**src/lcd_geom_pkg.sv**
```systemverilog
package lcd_geom_pkg;

	// ------------------------------
	// raster coordinates
	// ------------------------------

	// wide enough for panels up to 4095 pixels on a side
	localparam int coord_w = 12;

	typedef logic [coord_w-1:0] coord_t;

	// one beat per visible pixel, in raster order
	typedef struct packed {
		logic   sof;	// first pixel of a frame, x=0 and y=0
		logic   eol;	// last pixel of a line
		coord_t x;
		coord_t y;
	} coord_beat_t;

endpackage

```
**src/lcd_color_pkg.sv**
```systemverilog
package lcd_color_pkg;

	// ------------------------------
	// colour and pixel types
	// ------------------------------

	typedef struct packed {
		logic [7:0] r;
		logic [7:0] g;
		logic [7:0] b;
	} rgb_t;

	// bar colours, in bar order
	localparam rgb_t color_red    = 24'hff0000;
	localparam rgb_t color_green  = 24'h00ff00;
	localparam rgb_t color_blue   = 24'h0000ff;
	localparam rgb_t color_white  = 24'hffffff;
	localparam rgb_t color_black  = 24'h000000;
	localparam rgb_t color_yellow = 24'hffff00;
	localparam rgb_t color_cyan   = 24'h00ffff;
	localparam rgb_t color_royal  = 24'h4169e1;

	function automatic rgb_t bar_color(input logic [2:0] idx);
		rgb_t c;
		case (idx)
			3'd0: c = color_red;
			3'd1: c = color_green;
			3'd2: c = color_blue;
			3'd3: c = color_white;
			3'd4: c = color_black;
			3'd5: c = color_yellow;
			3'd6: c = color_cyan;
			default: c = color_royal;
		endcase
		return c;
	endfunction

	typedef enum logic [1:0] {
		pat_hbars   = 2'd0,
		pat_vbars   = 2'd1,
		pat_product = 2'd2,
		pat_gray    = 2'd3
	} pattern_t;

	// command word, sampled at each start of frame
	typedef struct packed {
		logic     auto_cycle;	// step through all patterns
		pattern_t sel;			// manual pattern, or auto start point
	} pattern_cmd_t;

	typedef struct packed {
		logic sof;
		logic eol;
		rgb_t rgb;
	} pixel_beat_t;

endpackage

```
**src/pipe_stage.sv**
```systemverilog
`timescale 1ns/1ps

// single register slice on a valid/ready link
module pipe_stage
#(
	parameter type payload_t = logic
)
(
	input  logic     clk,
	input  logic     rst_n,
	input  logic     in_valid,
	output logic     in_ready,
	input  payload_t in_data,
	output logic     out_valid,
	input  logic     out_ready,
	output payload_t out_data
);

	logic accept;

	// empty, or draining this cycle
	assign in_ready = !out_valid || out_ready;
	assign accept   = in_valid && in_ready;

	always_ff @(posedge clk or negedge rst_n)
	begin
		if (!rst_n)
			out_valid <= 1'b0;
		else if (accept)
			out_valid <= 1'b1;
		else if (out_ready)
			out_valid <= 1'b0;	// beat left, nothing new
	end

	// payload held while stalled
	always_ff @(posedge clk)
	begin
		if (accept)
			out_data <= in_data;
	end

endmodule

```
**src/lcd_scan_gen.sv**
```systemverilog
`timescale 1ns/1ps

// walks the visible raster, one coordinate beat per transfer
module lcd_scan_gen
#(
	parameter int H_DISP = 480,
	parameter int V_DISP = 272
)
(
	input  logic                      clk,
	input  logic                      rst_n,
	output logic                      out_valid,
	input  logic                      out_ready,
	output lcd_geom_pkg::coord_beat_t out_data
);

	import lcd_geom_pkg::*;

	localparam coord_t x_last = coord_t'(H_DISP - 1);
	localparam coord_t y_last = coord_t'(V_DISP - 1);

	coord_t x;
	coord_t y;
	logic   step;

	assign step = out_valid && out_ready;

	// ------------------------------
	// valid comes up once after reset
	// ------------------------------

	always_ff @(posedge clk or negedge rst_n)
	begin
		if (!rst_n)
			out_valid <= 1'b0;
		else
			out_valid <= 1'b1;
	end

	// ------------------------------
	// raster counters
	// ------------------------------

	always_ff @(posedge clk or negedge rst_n)
	begin
		if (!rst_n)
		begin
			x <= '0;
			y <= '0;
		end
		else if (step)
		begin
			if (x == x_last)
			begin
				x <= '0;
				// next line, or back to the top
				if (y == y_last)
					y <= '0;
				else
					y <= y + coord_t'(1);
			end
			else
				x <= x + coord_t'(1);
		end
	end

	// flags decoded straight from the counters
	always_comb
	begin
		out_data.sof = (x == '0) && (y == '0);
		out_data.eol = (x == x_last);
		out_data.x   = x;
		out_data.y   = y;
	end

endmodule

```
**src/lcd_pattern_gen.sv**
```systemverilog
`timescale 1ns/1ps

// picks a pattern per frame and turns each coordinate into a colour
module lcd_pattern_gen
#(
	parameter int H_DISP           = 480,
	parameter int V_DISP           = 272,
	parameter int FRAMES_PER_IMAGE = 30
)
(
	input  logic                       clk,
	input  logic                       rst_n,
	input  lcd_color_pkg::pattern_cmd_t cmd,
	input  logic                       in_valid,
	output logic                       in_ready,
	input  lcd_geom_pkg::coord_beat_t  in_data,
	output logic                       out_valid,
	input  logic                       out_ready,
	output lcd_color_pkg::pixel_beat_t out_data
);

	import lcd_geom_pkg::*;
	import lcd_color_pkg::*;

	localparam int fcnt_w = $clog2(FRAMES_PER_IMAGE + 1);
	localparam logic [fcnt_w-1:0] fcnt_last = fcnt_w'(FRAMES_PER_IMAGE);
	localparam coord_t h_bar  = coord_t'(H_DISP / 8);
	localparam coord_t v_bar  = coord_t'(V_DISP / 8);
	localparam coord_t v_half = coord_t'(V_DISP / 2);

	logic              accept;
	logic              sof_accept;
	logic              auto_q;		// auto_cycle as seen at the last sof
	logic [fcnt_w-1:0] frame_cnt;	// frames shown of the current image
	logic [fcnt_w-1:0] next_cnt;
	pattern_t          frame_pat;
	pattern_t          next_pat;
	pattern_t          pat_sel;
	coord_t            hbar_idx;
	coord_t            vbar_idx;
	logic [2*coord_w-1:0] prod;
	rgb_t              rgb;

	assign in_ready   = !out_valid || out_ready;
	assign accept     = in_valid && in_ready;
	assign sof_accept = accept && in_data.sof;

	// ------------------------------
	// pattern for the next frame
	// ------------------------------

	always_comb
	begin
		if (!cmd.auto_cycle)
		begin
			next_pat = cmd.sel;
			next_cnt = '0;
		end
		else if (!auto_q)
		begin
			// auto mode just switched on, start from sel
			next_pat = cmd.sel;
			next_cnt = fcnt_w'(1);
		end
		else if (frame_cnt == fcnt_last)
		begin
			next_pat = pattern_t'(frame_pat + 2'd1);	// wraps 3 -> 0
			next_cnt = fcnt_w'(1);
		end
		else
		begin
			next_pat = frame_pat;
			next_cnt = frame_cnt + fcnt_w'(1);
		end
	end

	always_ff @(posedge clk or negedge rst_n)
	begin
		if (!rst_n)
		begin
			auto_q    <= 1'b0;
			frame_cnt <= '0;
			frame_pat <= pat_hbars;
		end
		else if (sof_accept)
		begin
			auto_q    <= cmd.auto_cycle;
			frame_cnt <= next_cnt;
			frame_pat <= next_pat;
		end
	end

	// the sof beat already uses the new choice
	assign pat_sel = in_data.sof ? next_pat : frame_pat;

	// ------------------------------
	// colour per coordinate
	// ------------------------------

	assign hbar_idx = in_data.y / v_bar;
	assign vbar_idx = in_data.x / h_bar;
	assign prod     = in_data.x * in_data.y;

	always_comb
	begin
		case (pat_sel)
			pat_hbars:   rgb = bar_color(hbar_idx[2:0]);
			pat_vbars:   rgb = bar_color(vbar_idx[2:0]);
			pat_product: rgb = rgb_t'(prod[23:0]);
			default:
				if (in_data.y < v_half)
					rgb = {in_data.y[7:0], in_data.y[7:0], in_data.y[7:0]};
				else
					rgb = {in_data.x[7:0], in_data.x[7:0], in_data.x[7:0]};
		endcase
	end

	always_ff @(posedge clk or negedge rst_n)
	begin
		if (!rst_n)
			out_valid <= 1'b0;
		else if (accept)
			out_valid <= 1'b1;
		else if (out_ready)
			out_valid <= 1'b0;
	end

	always_ff @(posedge clk)
	begin
		if (accept)
		begin
			out_data.sof <= in_data.sof;
			out_data.eol <= in_data.eol;
			out_data.rgb <= rgb;
		end
	end

endmodule

```
**src/lcd_pattern_top.sv**
```systemverilog
`timescale 1ns/1ps

// scan counter -> coord stage -> pattern gen -> pixel stage
module lcd_pattern_top
#(
	parameter int H_DISP           = 480,
	parameter int V_DISP           = 272,
	parameter int FRAMES_PER_IMAGE = 30
)
(
	input  logic                        clk,
	input  logic                        rst_n,
	input  lcd_color_pkg::pattern_cmd_t cmd,
	output logic                        pix_valid,
	input  logic                        pix_ready,
	output lcd_color_pkg::pixel_beat_t  pix_data
);

	import lcd_geom_pkg::*;
	import lcd_color_pkg::*;

	// ------------------------------
	// coordinate side
	// ------------------------------

	logic        scan_valid;
	logic        scan_ready;
	coord_beat_t scan_data;
	logic        coord_valid;
	logic        coord_ready;
	coord_beat_t coord_data;

	// ------------------------------
	// colour side
	// ------------------------------

	logic        pat_valid;
	logic        pat_ready;
	pixel_beat_t pat_data;

	lcd_scan_gen #(
		.H_DISP (H_DISP),
		.V_DISP (V_DISP)
	) u_scan (
		.clk       (clk),
		.rst_n     (rst_n),
		.out_valid (scan_valid),
		.out_ready (scan_ready),
		.out_data  (scan_data)
	);

	pipe_stage #(
		.payload_t (coord_beat_t)
	) u_coord (
		.clk       (clk),
		.rst_n     (rst_n),
		.in_valid  (scan_valid),
		.in_ready  (scan_ready),
		.in_data   (scan_data),
		.out_valid (coord_valid),
		.out_ready (coord_ready),
		.out_data  (coord_data)
	);

	lcd_pattern_gen #(
		.H_DISP           (H_DISP),
		.V_DISP           (V_DISP),
		.FRAMES_PER_IMAGE (FRAMES_PER_IMAGE)
	) u_pat (
		.clk       (clk),
		.rst_n     (rst_n),
		.cmd       (cmd),
		.in_valid  (coord_valid),
		.in_ready  (coord_ready),
		.in_data   (coord_data),
		.out_valid (pat_valid),
		.out_ready (pat_ready),
		.out_data  (pat_data)
	);

	// output register towards the panel driver
	pipe_stage #(
		.payload_t (pixel_beat_t)
	) u_pixel (
		.clk       (clk),
		.rst_n     (rst_n),
		.in_valid  (pat_valid),
		.in_ready  (pat_ready),
		.in_data   (pat_data),
		.out_valid (pix_valid),
		.out_ready (pix_ready),
		.out_data  (pix_data)
	);

endmodule

```
**config.mk**
```make
export PLATFORM = sky130hd
export DESIGN_NAME = lcd_pattern_top
export DESIGN_NICKNAME = d
export VERILOG_FILES = /design/src/lcd_geom_pkg.sv /design/src/lcd_color_pkg.sv /design/src/pipe_stage.sv /design/src/lcd_scan_gen.sv /design/src/lcd_pattern_gen.sv /design/src/lcd_pattern_top.sv
export SDC_FILE = /design/constraint.sdc
export NUM_CORES = 1
export LEC_CHECK = 0
export BUFFER_PORTS_ARGS = -buffer_cell sky130_fd_sc_hd__buf_2
export CAP_MARGIN = 5
export CELL_PAD_IN_SITES_DETAIL_PLACEMENT = 0
export CELL_PAD_IN_SITES_GLOBAL_PLACEMENT = 1
export CORE_ASPECT_RATIO = 1.1
export CORE_MARGIN = 1
export CORE_UTILIZATION = 26
export DETAILED_ROUTE_END_ITERATION = 8
export HOLD_SLACK_MARGIN = 0.06
export PLACE_DENSITY_LB_ADDON = 0.1
export SKIP_CTS_REPAIR_TIMING = 1
export SYNTH_ARGS = -nofsm -noshare
export SYNTH_HDL_FRONTEND = slang
export SYNTH_HIERARCHICAL = 1
export SYNTH_SLANG_ARGS = --single-unit
```
**constraint.sdc**
```tcl
create_clock -name clk -period 12.5 [get_ports clk]
set_clock_uncertainty 0.15 [all_clocks]
set_input_delay 1.25 -clock clk [delete_from_list [all_inputs] [get_ports clk]]
set_output_delay 1.25 -clock clk [all_outputs]
set_load 0.005 [all_outputs]
```
* Word level (Yosys, flattened, before mapping)
Index checks and enable logic that the tools add are counted.
** Word-level totals
- Register bits after elaboration :: 114
- Input bits :: 6
- Output and inout bits :: 27
- Word-level logic and storage cells :: 87
** Operators by class
- $add $sub $neg :: 4
- Multipliers :: 1
- Div/mod/pow operators :: 2
- Order comparisons :: 1
- Equal/unequal tests :: 17
- Muxes and demuxes :: 19
- Reduce and logical (&&, ||, !) cells :: 20
** Operator list (count)
- case mux 24 bit (7 select lines) :: 2
- case mux 24 bit (3 select lines) :: 1
- adder 12 x 1 -> 12 bit (second input constant) :: 2
- divider 12 x 6 -> 12 bit (second input constant) :: 2
- == test 12 x 9 -> 1 bit (second input constant) :: 2
- zero test 12 bit :: 2
- multiplier 12 x 12 -> 24 bit :: 1
- two-way mux 12 bit :: 2
- two-way mux 24 bit :: 1
- == test 3 bit (second input constant) :: 6
- two-way mux 5 bit :: 3
- == test 3 x 2 -> 1 bit (second input constant) :: 4
- < comparator 12 x 8 -> 1 bit (second input constant) :: 1
- two-way mux 2 bit :: 4
- == test 3 x 1 -> 1 bit (second input constant) :: 2
- zero test 3 bit :: 2
- two-way mux 1 bit :: 6
- nonzero test 2 bit :: 3
- adder 5 x 1 -> 5 bit (second input constant) :: 1
- == test 5 bit (second input constant) :: 1
- logical AND 1 bit :: 5
- zero test 1 bit :: 3
- logical OR 1 bit :: 3
- adder 2 x 1 -> 2 bit (second input constant) :: 1
- other kinds (4) :: 4

* Longest topological paths before layout
Gate-level depths: netlist (run 1).
- Word-level depth :: 7
- Gate-level depth with buffers :: 28
- Gate-level depth less buffers :: 25

* Modules after synthesis
Netlist (run 1), hierarchy kept.
** By module, submodules not included
- lcd_pattern_gen :: times used 1, cells an instance 976, area each 8135.3 µm², sequential area each 1006.0 µm²
- pipe_stage :: times used 2, cells an instance 30, area each 834.6 µm², sequential area each 805.8 µm²
- lcd_scan_gen :: times used 1, cells an instance 146, area each 1362.6 µm², sequential area each 625.6 µm²

* Worst setup path after synthesis (run 1)
Ideal clock, no wire load.
- Kind :: register -> register
- Start point :: register u_coord/out_data[5] in the netlist's numbering
- End point :: register u_pat/out_data[22] in the netlist's numbering (data pin)
- Library setup time :: 267 ps
- Data arrival time :: 6177 ps
- Required time :: 12083 ps
- Slack :: 5906 ps
- Cell stages (with the launch flop) :: 26
- Buffers on the path :: 3
- Period minus slack after synthesis :: 6594 ps
- Path through :: edfxtp_1 -> clkbuf_1 -> clkbuf_1 -> buf_1 -> nand2_1 -> fa_1 -> inv_1 -> ha_1 -> fa_1 -> inv_1 -> fa_1 -> fa_1 -> inv_1 -> ha_1 -> a21oi_1 -> o21bai_1 -> a21oi_1 -> o21bai_1 -> a211o_1 -> a2111oi_0 -> o31ai_1 -> a21o_1 -> a21oi_1 -> xnor2_1 -> a211oi_1 -> o21ai_1
** RTL lines
- start, declared :: RTL line pipe_stage.sv:16 : output payload_t out_data
- start signal, assigned :: RTL line pipe_stage.sv:39 : out_data <= in_data;
- end, declared :: RTL line lcd_pattern_gen.sv:19 : output lcd_color_pkg::pixel_beat_t out_data

==> results of run 1 <==
-- cell families (layout without fill, tap and decap cells) --
logic type	count (synthesis)	count (layout)	synth area share, %
adders and majority gates	169	169	25.6
other	1	1	0.0336
xor gates and xnor gates	35	35	2.75
and+or+nand+nor	411	411	18.9
DFF	114	114	29.0
buffers and inverters	206	222	7.16
AOI/OAI and AO/OA	226	226	14.7
muxes	20	20	1.82
-- per-stage QoR --
stage | instance area (µm²) | power (mW) | util [%] | cells
floorplan | 11200 | 2.16 | - | 1182
global placement | 11900 | 2.87 | 28.1 | 1733
detailed placement | 11900 | 2.85 | 28.1 | 1733
CTS | 12500 | 3.41 | 29.6 | 1765
global route | 12500 | 3.66 | 29.6 | 1765
finish | 12500 | 3.34 | 29.6 | 1765
-- layout by cell type (no fill, tap or decap), types with 9 or more instances in the layout --
master     count
a211o_1        9
a211oi_1      15
a21o_1        12
a21oi_1       38
and2_1        54
and3_1        13
buf_2         32
buf_4         17
clkbuf_16     17
dfrtp_1       36
edfxtp_1      78
fa_1         100
ha_1          68
inv_1        141
mux2i_1       18
nand2_1      151
nand2b_1      15
nand3_1       30
nand4_1       19
nor2_1        51
nor3_1        24
o21ai_0       37
o21ai_1       16
xnor2_1       27
-- power by group through the flow --
stage	combinational, mW	sequential, mW	clock [mW]
after floorplan	1.58	0.577	0
after global placement	2.25	0.624	0
after detailed placement	2.23	0.625	0
after CTS	2.25	0.618	0.542
after global routing	2.48	0.628	0.556
final	2.19	0.614	0.527
-- worst max-delay path, stage by stage (launching register included) --
cell and delay [ps]:
edfxtp_1 1020, nand2_1 170, fa_1 550, inv_1 50, fa_1 490, inv_1 50
fa_1 470, inv_1 50, fa_1 510, fa_1 510, ha_1 350, inv_1 80
o21bai_1 90, a211o_1 340, a2111oi_0 730, o31ai_1 240, a21o_1 220, a21oi_1 160
xnor2_1 100, a211oi_1 330, o21ai_1 110
-- worst max path at each step --
stage,slack [ps],to,depth (start not counted)
floorplan,5910,u_pat/out_data[22],25
global placement,5570,u_pat/out_data[22],20
detailed placement,5440,u_pat/out_data[22],21
CTS,5420,u_pat/out_data[22],20
global route,5040,u_pat/out_data[22],21
finish,5450,u_pat/out_data[22],20
-- sequential cells by signal, indices dropped and copies added (netlist names) --
register	cells
u_scan/x	12
u_coord/out_valid	1
u_pixel/out_data	26
u_pixel/out_valid	1
u_pat/out_valid	1
u_scan/y	12
u_coord/out_data	26
u_pat/out_data	26
u_pat/frame_pat	2
u_pat/frame_cnt	5
u_pat/auto_q	1
u_scan/out_valid	1
-- routing by layer --
metal / vias up / wire (µm) / track usage (%)
met1: 4273 / 15200 / 20.1
met4: 0 / 383 / 3.56
met2: 76 / 16500 / 27.4
met5: - / 0 / 0
li1: 4063 / - / -
met3: 26 / 633 / 2.38
-- cell type report --
class | count | share of cell area [%]
Sequential cell | 114 | 25.9
Multi-Input combinational cell | 862 | 56.8
Tap cell | 567 | 5.66
Timing Repair Buffer | 49 | 2.30
Inverter | 141 | 4.22
Clock buffer | 17 | 3.39
Clock inverter | 15 | 1.71
==> results.toml, run 1 <==
[worst_hold_path]
hp-class = "reg2reg"
hold_start = "u_pat/out_data[9]"
min_to = "u_pixel/out_data[9]"
hold_depth = 0

[placement]
dp_hpwl_um = 24500
pre_cts_slack_ps = 5440
place_congestion = 0.782
numPortBuffers = 32

[layout]
nets = 1359
fillerInstances = 4553
syn2layout_area_growth_pct = 12.2
drive_above_1_share_pct = 9.60
diodes = 0
multi_input_area_um2 = 7120
seqCellArea_um2 = 3240

[drt]
ant_nets = 0
wire_per_inst_um = 18.5
vias = 8438
totalWireLength_um = 32700
drt-initial-drc-count = 361
drtPass1Iterations = 4
vias_per_cell = 4.78
drc_errors = 0

[logic_synthesis]
netlist_instances = 1182
synth_edf_count = 78
synth.top_cells.by_count = "151 x nand2_1, 141 x inv_1, 100 x fa_1"
async_flop_share_pct = 31.6
ys_ff_latch = 114
synth_cell_types = 95
synth_nets = 1356
synth_warnings = 6
synthesis.area_um2 = 11200
synthFlopType = "edfxtp_1"
synth_area_leaders = "edfxtp_1 21%, fa_1 18%, dfrtp_1 8.1%"
yosysTopAreaCell = "edfxtp_1"
seq_area_frac_synth_pct = 29.0
synth_top_area_share_pct = 21.0
synth.most_common_cell = "nand2_1"
syn_area_per_cell_um2 = 9.45

[clock_tree]
clock_latency_ps = 420
cts_tree = "built"
clk_path_buf_depth = 2
numCtsBuffers = 17
htreeDepth = 4
cts_root_buf = "clkbuf_16"
clk_pin_slew_ps = 60
clock-sinks = 114

[status]
outcome = "finished, final reports clean"

[power_and_ir_drop]
pwr-share-clk_pct = 15.8
p_int_mw = 1.80
p_leak_nw = 5.45
power_frac_seq_pct = 18.4
powerDensity_nw_per_um2 = 266
power_frac_comb_pct = 65.8
switchingPower_mw = 1.53
ir_drop_mv = 0.201
p_sw_share_pct = 46.0

[timing]
whs_ps = 266
drv_slew = 0
max_freq_mhz = 142
grt_setup_unrepaired = "no"
tns_ps = 0
slew-limit-headroom_pct = 27.1
worst_slack_ps = 5450
fin_crit_ps = 7050
setup_viol = 0
final.period_utilization_pct = 56.4
hold_violations = 0
worst_pin_slew_ps = 1080

[critical_path]
crit_start = "u_coord/out_data[18]"
reg2reg_slack_ps = 5450
r2r-start = "u_coord/out_data[18]"
reg2reg_depth = 20
critPathLaunchType = "register"
required_ps = 12510
arrival_ps = 7060
critPathKind = "reg2reg"
endpoint_kind = "register"
crit_fanout = 25
timing.rr.end = "u_pat/out_data[22]"

[die]
dieArea_um2 = 43800
floorplan.initialDensity_pct = 26.4
die_h_um = 219
core_area_um2 = 42300
rows = 79
pin_count = 33
die_x_um = 200

[global_routing]
antenna_found_initial = 0
grt_max_degree = 37
grt_pass1_vias = 8915
grt_pass1_wl_um = 51400
grt.overflow.total = 0
grt_util_all_layers_pct = 15.7

[run]
maxCapViolations = 0
Note: power is estimated with default switching activity, not from simulation.
==> inputs of run 2 (changes only) <==
--- a/config.mk
+++ b/config.mk
@@ -5,6 +5,7 @@
 export SDC_FILE = /design/constraint.sdc
 export NUM_CORES = 1
 export LEC_CHECK = 0
+export ABC_AREA = 1
 export BUFFER_PORTS_ARGS = -buffer_cell sky130_fd_sc_hd__buf_2
 export CAP_MARGIN = 5
 export CELL_PAD_IN_SITES_DETAIL_PLACEMENT = 0
==> constraint.sdc (replaced) <==
create_clock -name clk -period 7.1 [get_ports clk]
set_clock_uncertainty 0.15 [all_clocks]
set_input_delay 0.71 -clock clk [delete_from_list [all_inputs] [get_ports clk]]
set_output_delay 0.71 -clock clk [all_outputs]
set_load 0.005 [all_outputs]
==> results.toml, run 2 <==
[status]
outcome = "finished, final reports clean"

[power_and_ir_drop]
power_frac_seq_pct = 18.2
pwr-share-clk_pct = 15.2
p_leak_nw = 6.66
p_sw_share_pct = 49.8
power_mw = 5.97
ir_drop_mv = 0.240
p_int_mw = 2.99
switchingPower_mw = 2.97
powerDensity_nw_per_um2 = 464
power_frac_comb_pct = 66.5

[logic_synthesis]
syn_area_per_cell_um2 = 7.89
seq_area_frac_synth_pct = 29.0
synth_warnings = 6
synthFlopType = "edfxtp_1"
synthesis.area_um2 = 11200
synth_top_area_share_pct = 20.9
synth_cell_types = 49
yosysTopAreaCell = "edfxtp_1"
synth.most_common_cell = "nand2_1"
ys_ff_latch = 114
netlist_instances = 1419
synth_nets = 1593
async_flop_share_pct = 31.6
synth_area_leaders = "edfxtp_1 21%, fa_1 18%, nand2_1 13%"
synth.top_cells.by_count = "402 x nand2_1, 272 x inv_1, 100 x fa_1"
synth_edf_count = 78

[critical_path]
cp_num_buf_inv = 6
r2r-start = "u_coord/out_data[5]"
critPathKind = "reg2reg"
crit_fanout = 15
reg2reg_slack_ps = 670
crit_top_cell = "nor2_1"
critical-path-slowest-cell = "fa_1"
timing.rr.end = "u_pat/out_data[18]"
required_ps = 7120
critical-path-max-stage-delay_ps = 540
arrival_ps = 6460
critPathLaunchType = "register"
reg2reg_depth = 34
endpoint_kind = "register"
cpLargestDelayFamily = "adder cells"

[timing]
slew-limit-headroom_pct = 32.5
final.period_utilization_pct = 90.6
setup_viol = 0
worst_pin_slew_ps = 1010
tns_ps = 0
drv_slew = 0
fin_crit_ps = 6430
max_freq_mhz = 155
whs_ps = 264
grt_setup_unrepaired = "no"
hold_violations = 0

[die]
die_x_um = 200
pin_count = 33
die_h_um = 220
dieArea_um2 = 43900
floorplan.initialDensity_pct = 26.4
core_area_um2 = 42400
rows = 79

[drt]
vias = 8799
ant_nets = 0
drc_errors = 0
drtPass1Iterations = 5
drt-initial-drc-count = 367
wire_per_inst_um = 15.6
totalWireLength_um = 32100
vias_per_cell = 4.28

[layout]
fillerInstances = 4588
diodes = 0
drive_above_1_share_pct = 12.2
reg_top3 = "u_coord/out_data: 26 flops, u_pat/out_data: 26 flops, u_pixel/out_data: 26 flops"
final_common_cell = "nand2_1"
nets = 1649
syn2layout_area_growth_pct = 15.0
most-common-layout-cells = "402 x nand2_1, 272 x inv_1, 100 x fa_1, 87 x nand3_1, 78 x edfxtp_1"
fin_util_pct = 30.3

[clock_tree]
clk_pin_slew_ps = 70
cts_root_buf = "clkbuf_16"
cts_tree = "built"
htreeDepth = 4
clock-sinks = 114
clk_path_buf_depth = 2
clock_latency_ps = 430
numCtsBuffers = 17

[global_routing]
antenna_found_initial = 0
grt_pass1_vias = 9015
grt_max_degree = 37
grt.overflow.total = 0
grt_util_all_layers_pct = 15.6
grt_pass1_wl_um = 51400

[placement]
place_congestion = 0.814
dp_hpwl_um = 26000
numPortBuffers = 32

[worst_hold_path]
hp-class = "in2async"

[run]
maxCapViolations = 0
run 2: cell count changes after synthesis, moves of 14 or more:
cell | before | now
a211oi_1 | 15 | 0
and2_1 | 54 | 2
clkbuf_1 | 47 | 29
inv_1 | 141 | 272
inv_2 | 0 | 14
mux2i_1 | 18 | 0
nand2_1 | 151 | 402
nand2_2 | 0 | 25
nand2b_1 | 15 | 0
nand3_1 | 30 | 87
nand4_1 | 19 | 33
nor2_1 | 51 | 76
xnor2_1 | 27 | 9
run 2: how the worst max path moves through the flow:
stage	from	end	slack, ps	cells past startpoint
floorplan	u_coord/out_data[5]	u_pat/out_data[18]	870	35
global placement	u_coord/out_data[13]	u_pat/out_data[23]	530	31
detailed placement	u_coord/out_data[13]	u_pat/out_data[18]	450	33
CTS	u_coord/out_data[13]	u_pat/out_data[18]	420	33
global route	u_coord/out_data[5]	u_pat/out_data[18]	40	34
finish	u_coord/out_data[5]	u_pat/out_data[18]	670	34
run 2: worst reg2reg max path, delay by kind of cell, from the launching register on:
family                   cells  cell delay, ps
AO/OA/AOI/OAI                8            1260
XOR/XNOR                     1             160
AND/OR/NAND/NOR             13            1070
flip-flops                   1             390
adder cells (fa/ha/maj)      6            2620
buffers and inverters        6             530
run 2: power by group through the flow:
| stage | Clock (mW) | Combinational (mW) | Sequential, mW |
|---|---|---|---|
| after floorplan | 0 | 2.88 | 1.06 |
| after global placement | 0 | 4.03 | 1.14 |
| after detailed placement | 0 | 3.96 | 1.14 |
| after CTS | 0.937 | 4.00 | 1.13 |
| after global routing | 0.960 | 4.62 | 1.11 |
| final | 0.908 | 3.97 | 1.09 |
run 2: logic make-up (layout without fill, tap and decap cells):
kind of cell / count (synthesis) / count (layout) / synth area share (%)
and+or+nand+nor: 669 / 669 / 26.8
other: 1 / 1 / 0.0335
buffers and inverters: 325 / 394 / 11.0
xor gates and xnor gates: 22 / 22 / 1.72
AOI/OAI and AO/OA: 119 / 119 / 5.90
adders and majority gates: 168 / 168 / 25.5
muxes: 1 / 1 / 0.101
DFF: 114 / 114 / 29.0
run 2: cell type report:
cell class	instances	area [µm²]	share of cell area, %
Sequential cell	114	3240	25.2
Clock buffer	17	425	3.31
Multi-Input combinational cell	980	6730	52.3
Inverter	287	1080	8.37
Tap cell	567	709	5.51
Timing Repair Buffer	75	483	3.75
Clock inverter	15	199	1.55
run 2: routing by layer:
| layer | routed length [µm] | track usage, % | up-vias |
|---|---|---|---|
| met1 | 15300 | 20.4 | 4113 |
| met5 | 0 | 0 | - |
| li1 | - | - | 4550 |
| met3 | 622 | 2.40 | 29 |
| met4 | 673 | 4.83 | 0 |
| met2 | 15500 | 26.4 | 107 |
run 2: stage by stage:
stage / setup slack, ps / area, µm² / std cells
6_report: 665 / 12900 / 2055
5_1_grt: 39.3 / 12900 / 2055
4_1_cts: 422 / 12700 / 2039
3_5_place_dp: 446 / 12100 / 2007
3_3_place_gp: 526 / 12100 / 2007
2_1_floorplan: 873 / 11200 / 1419
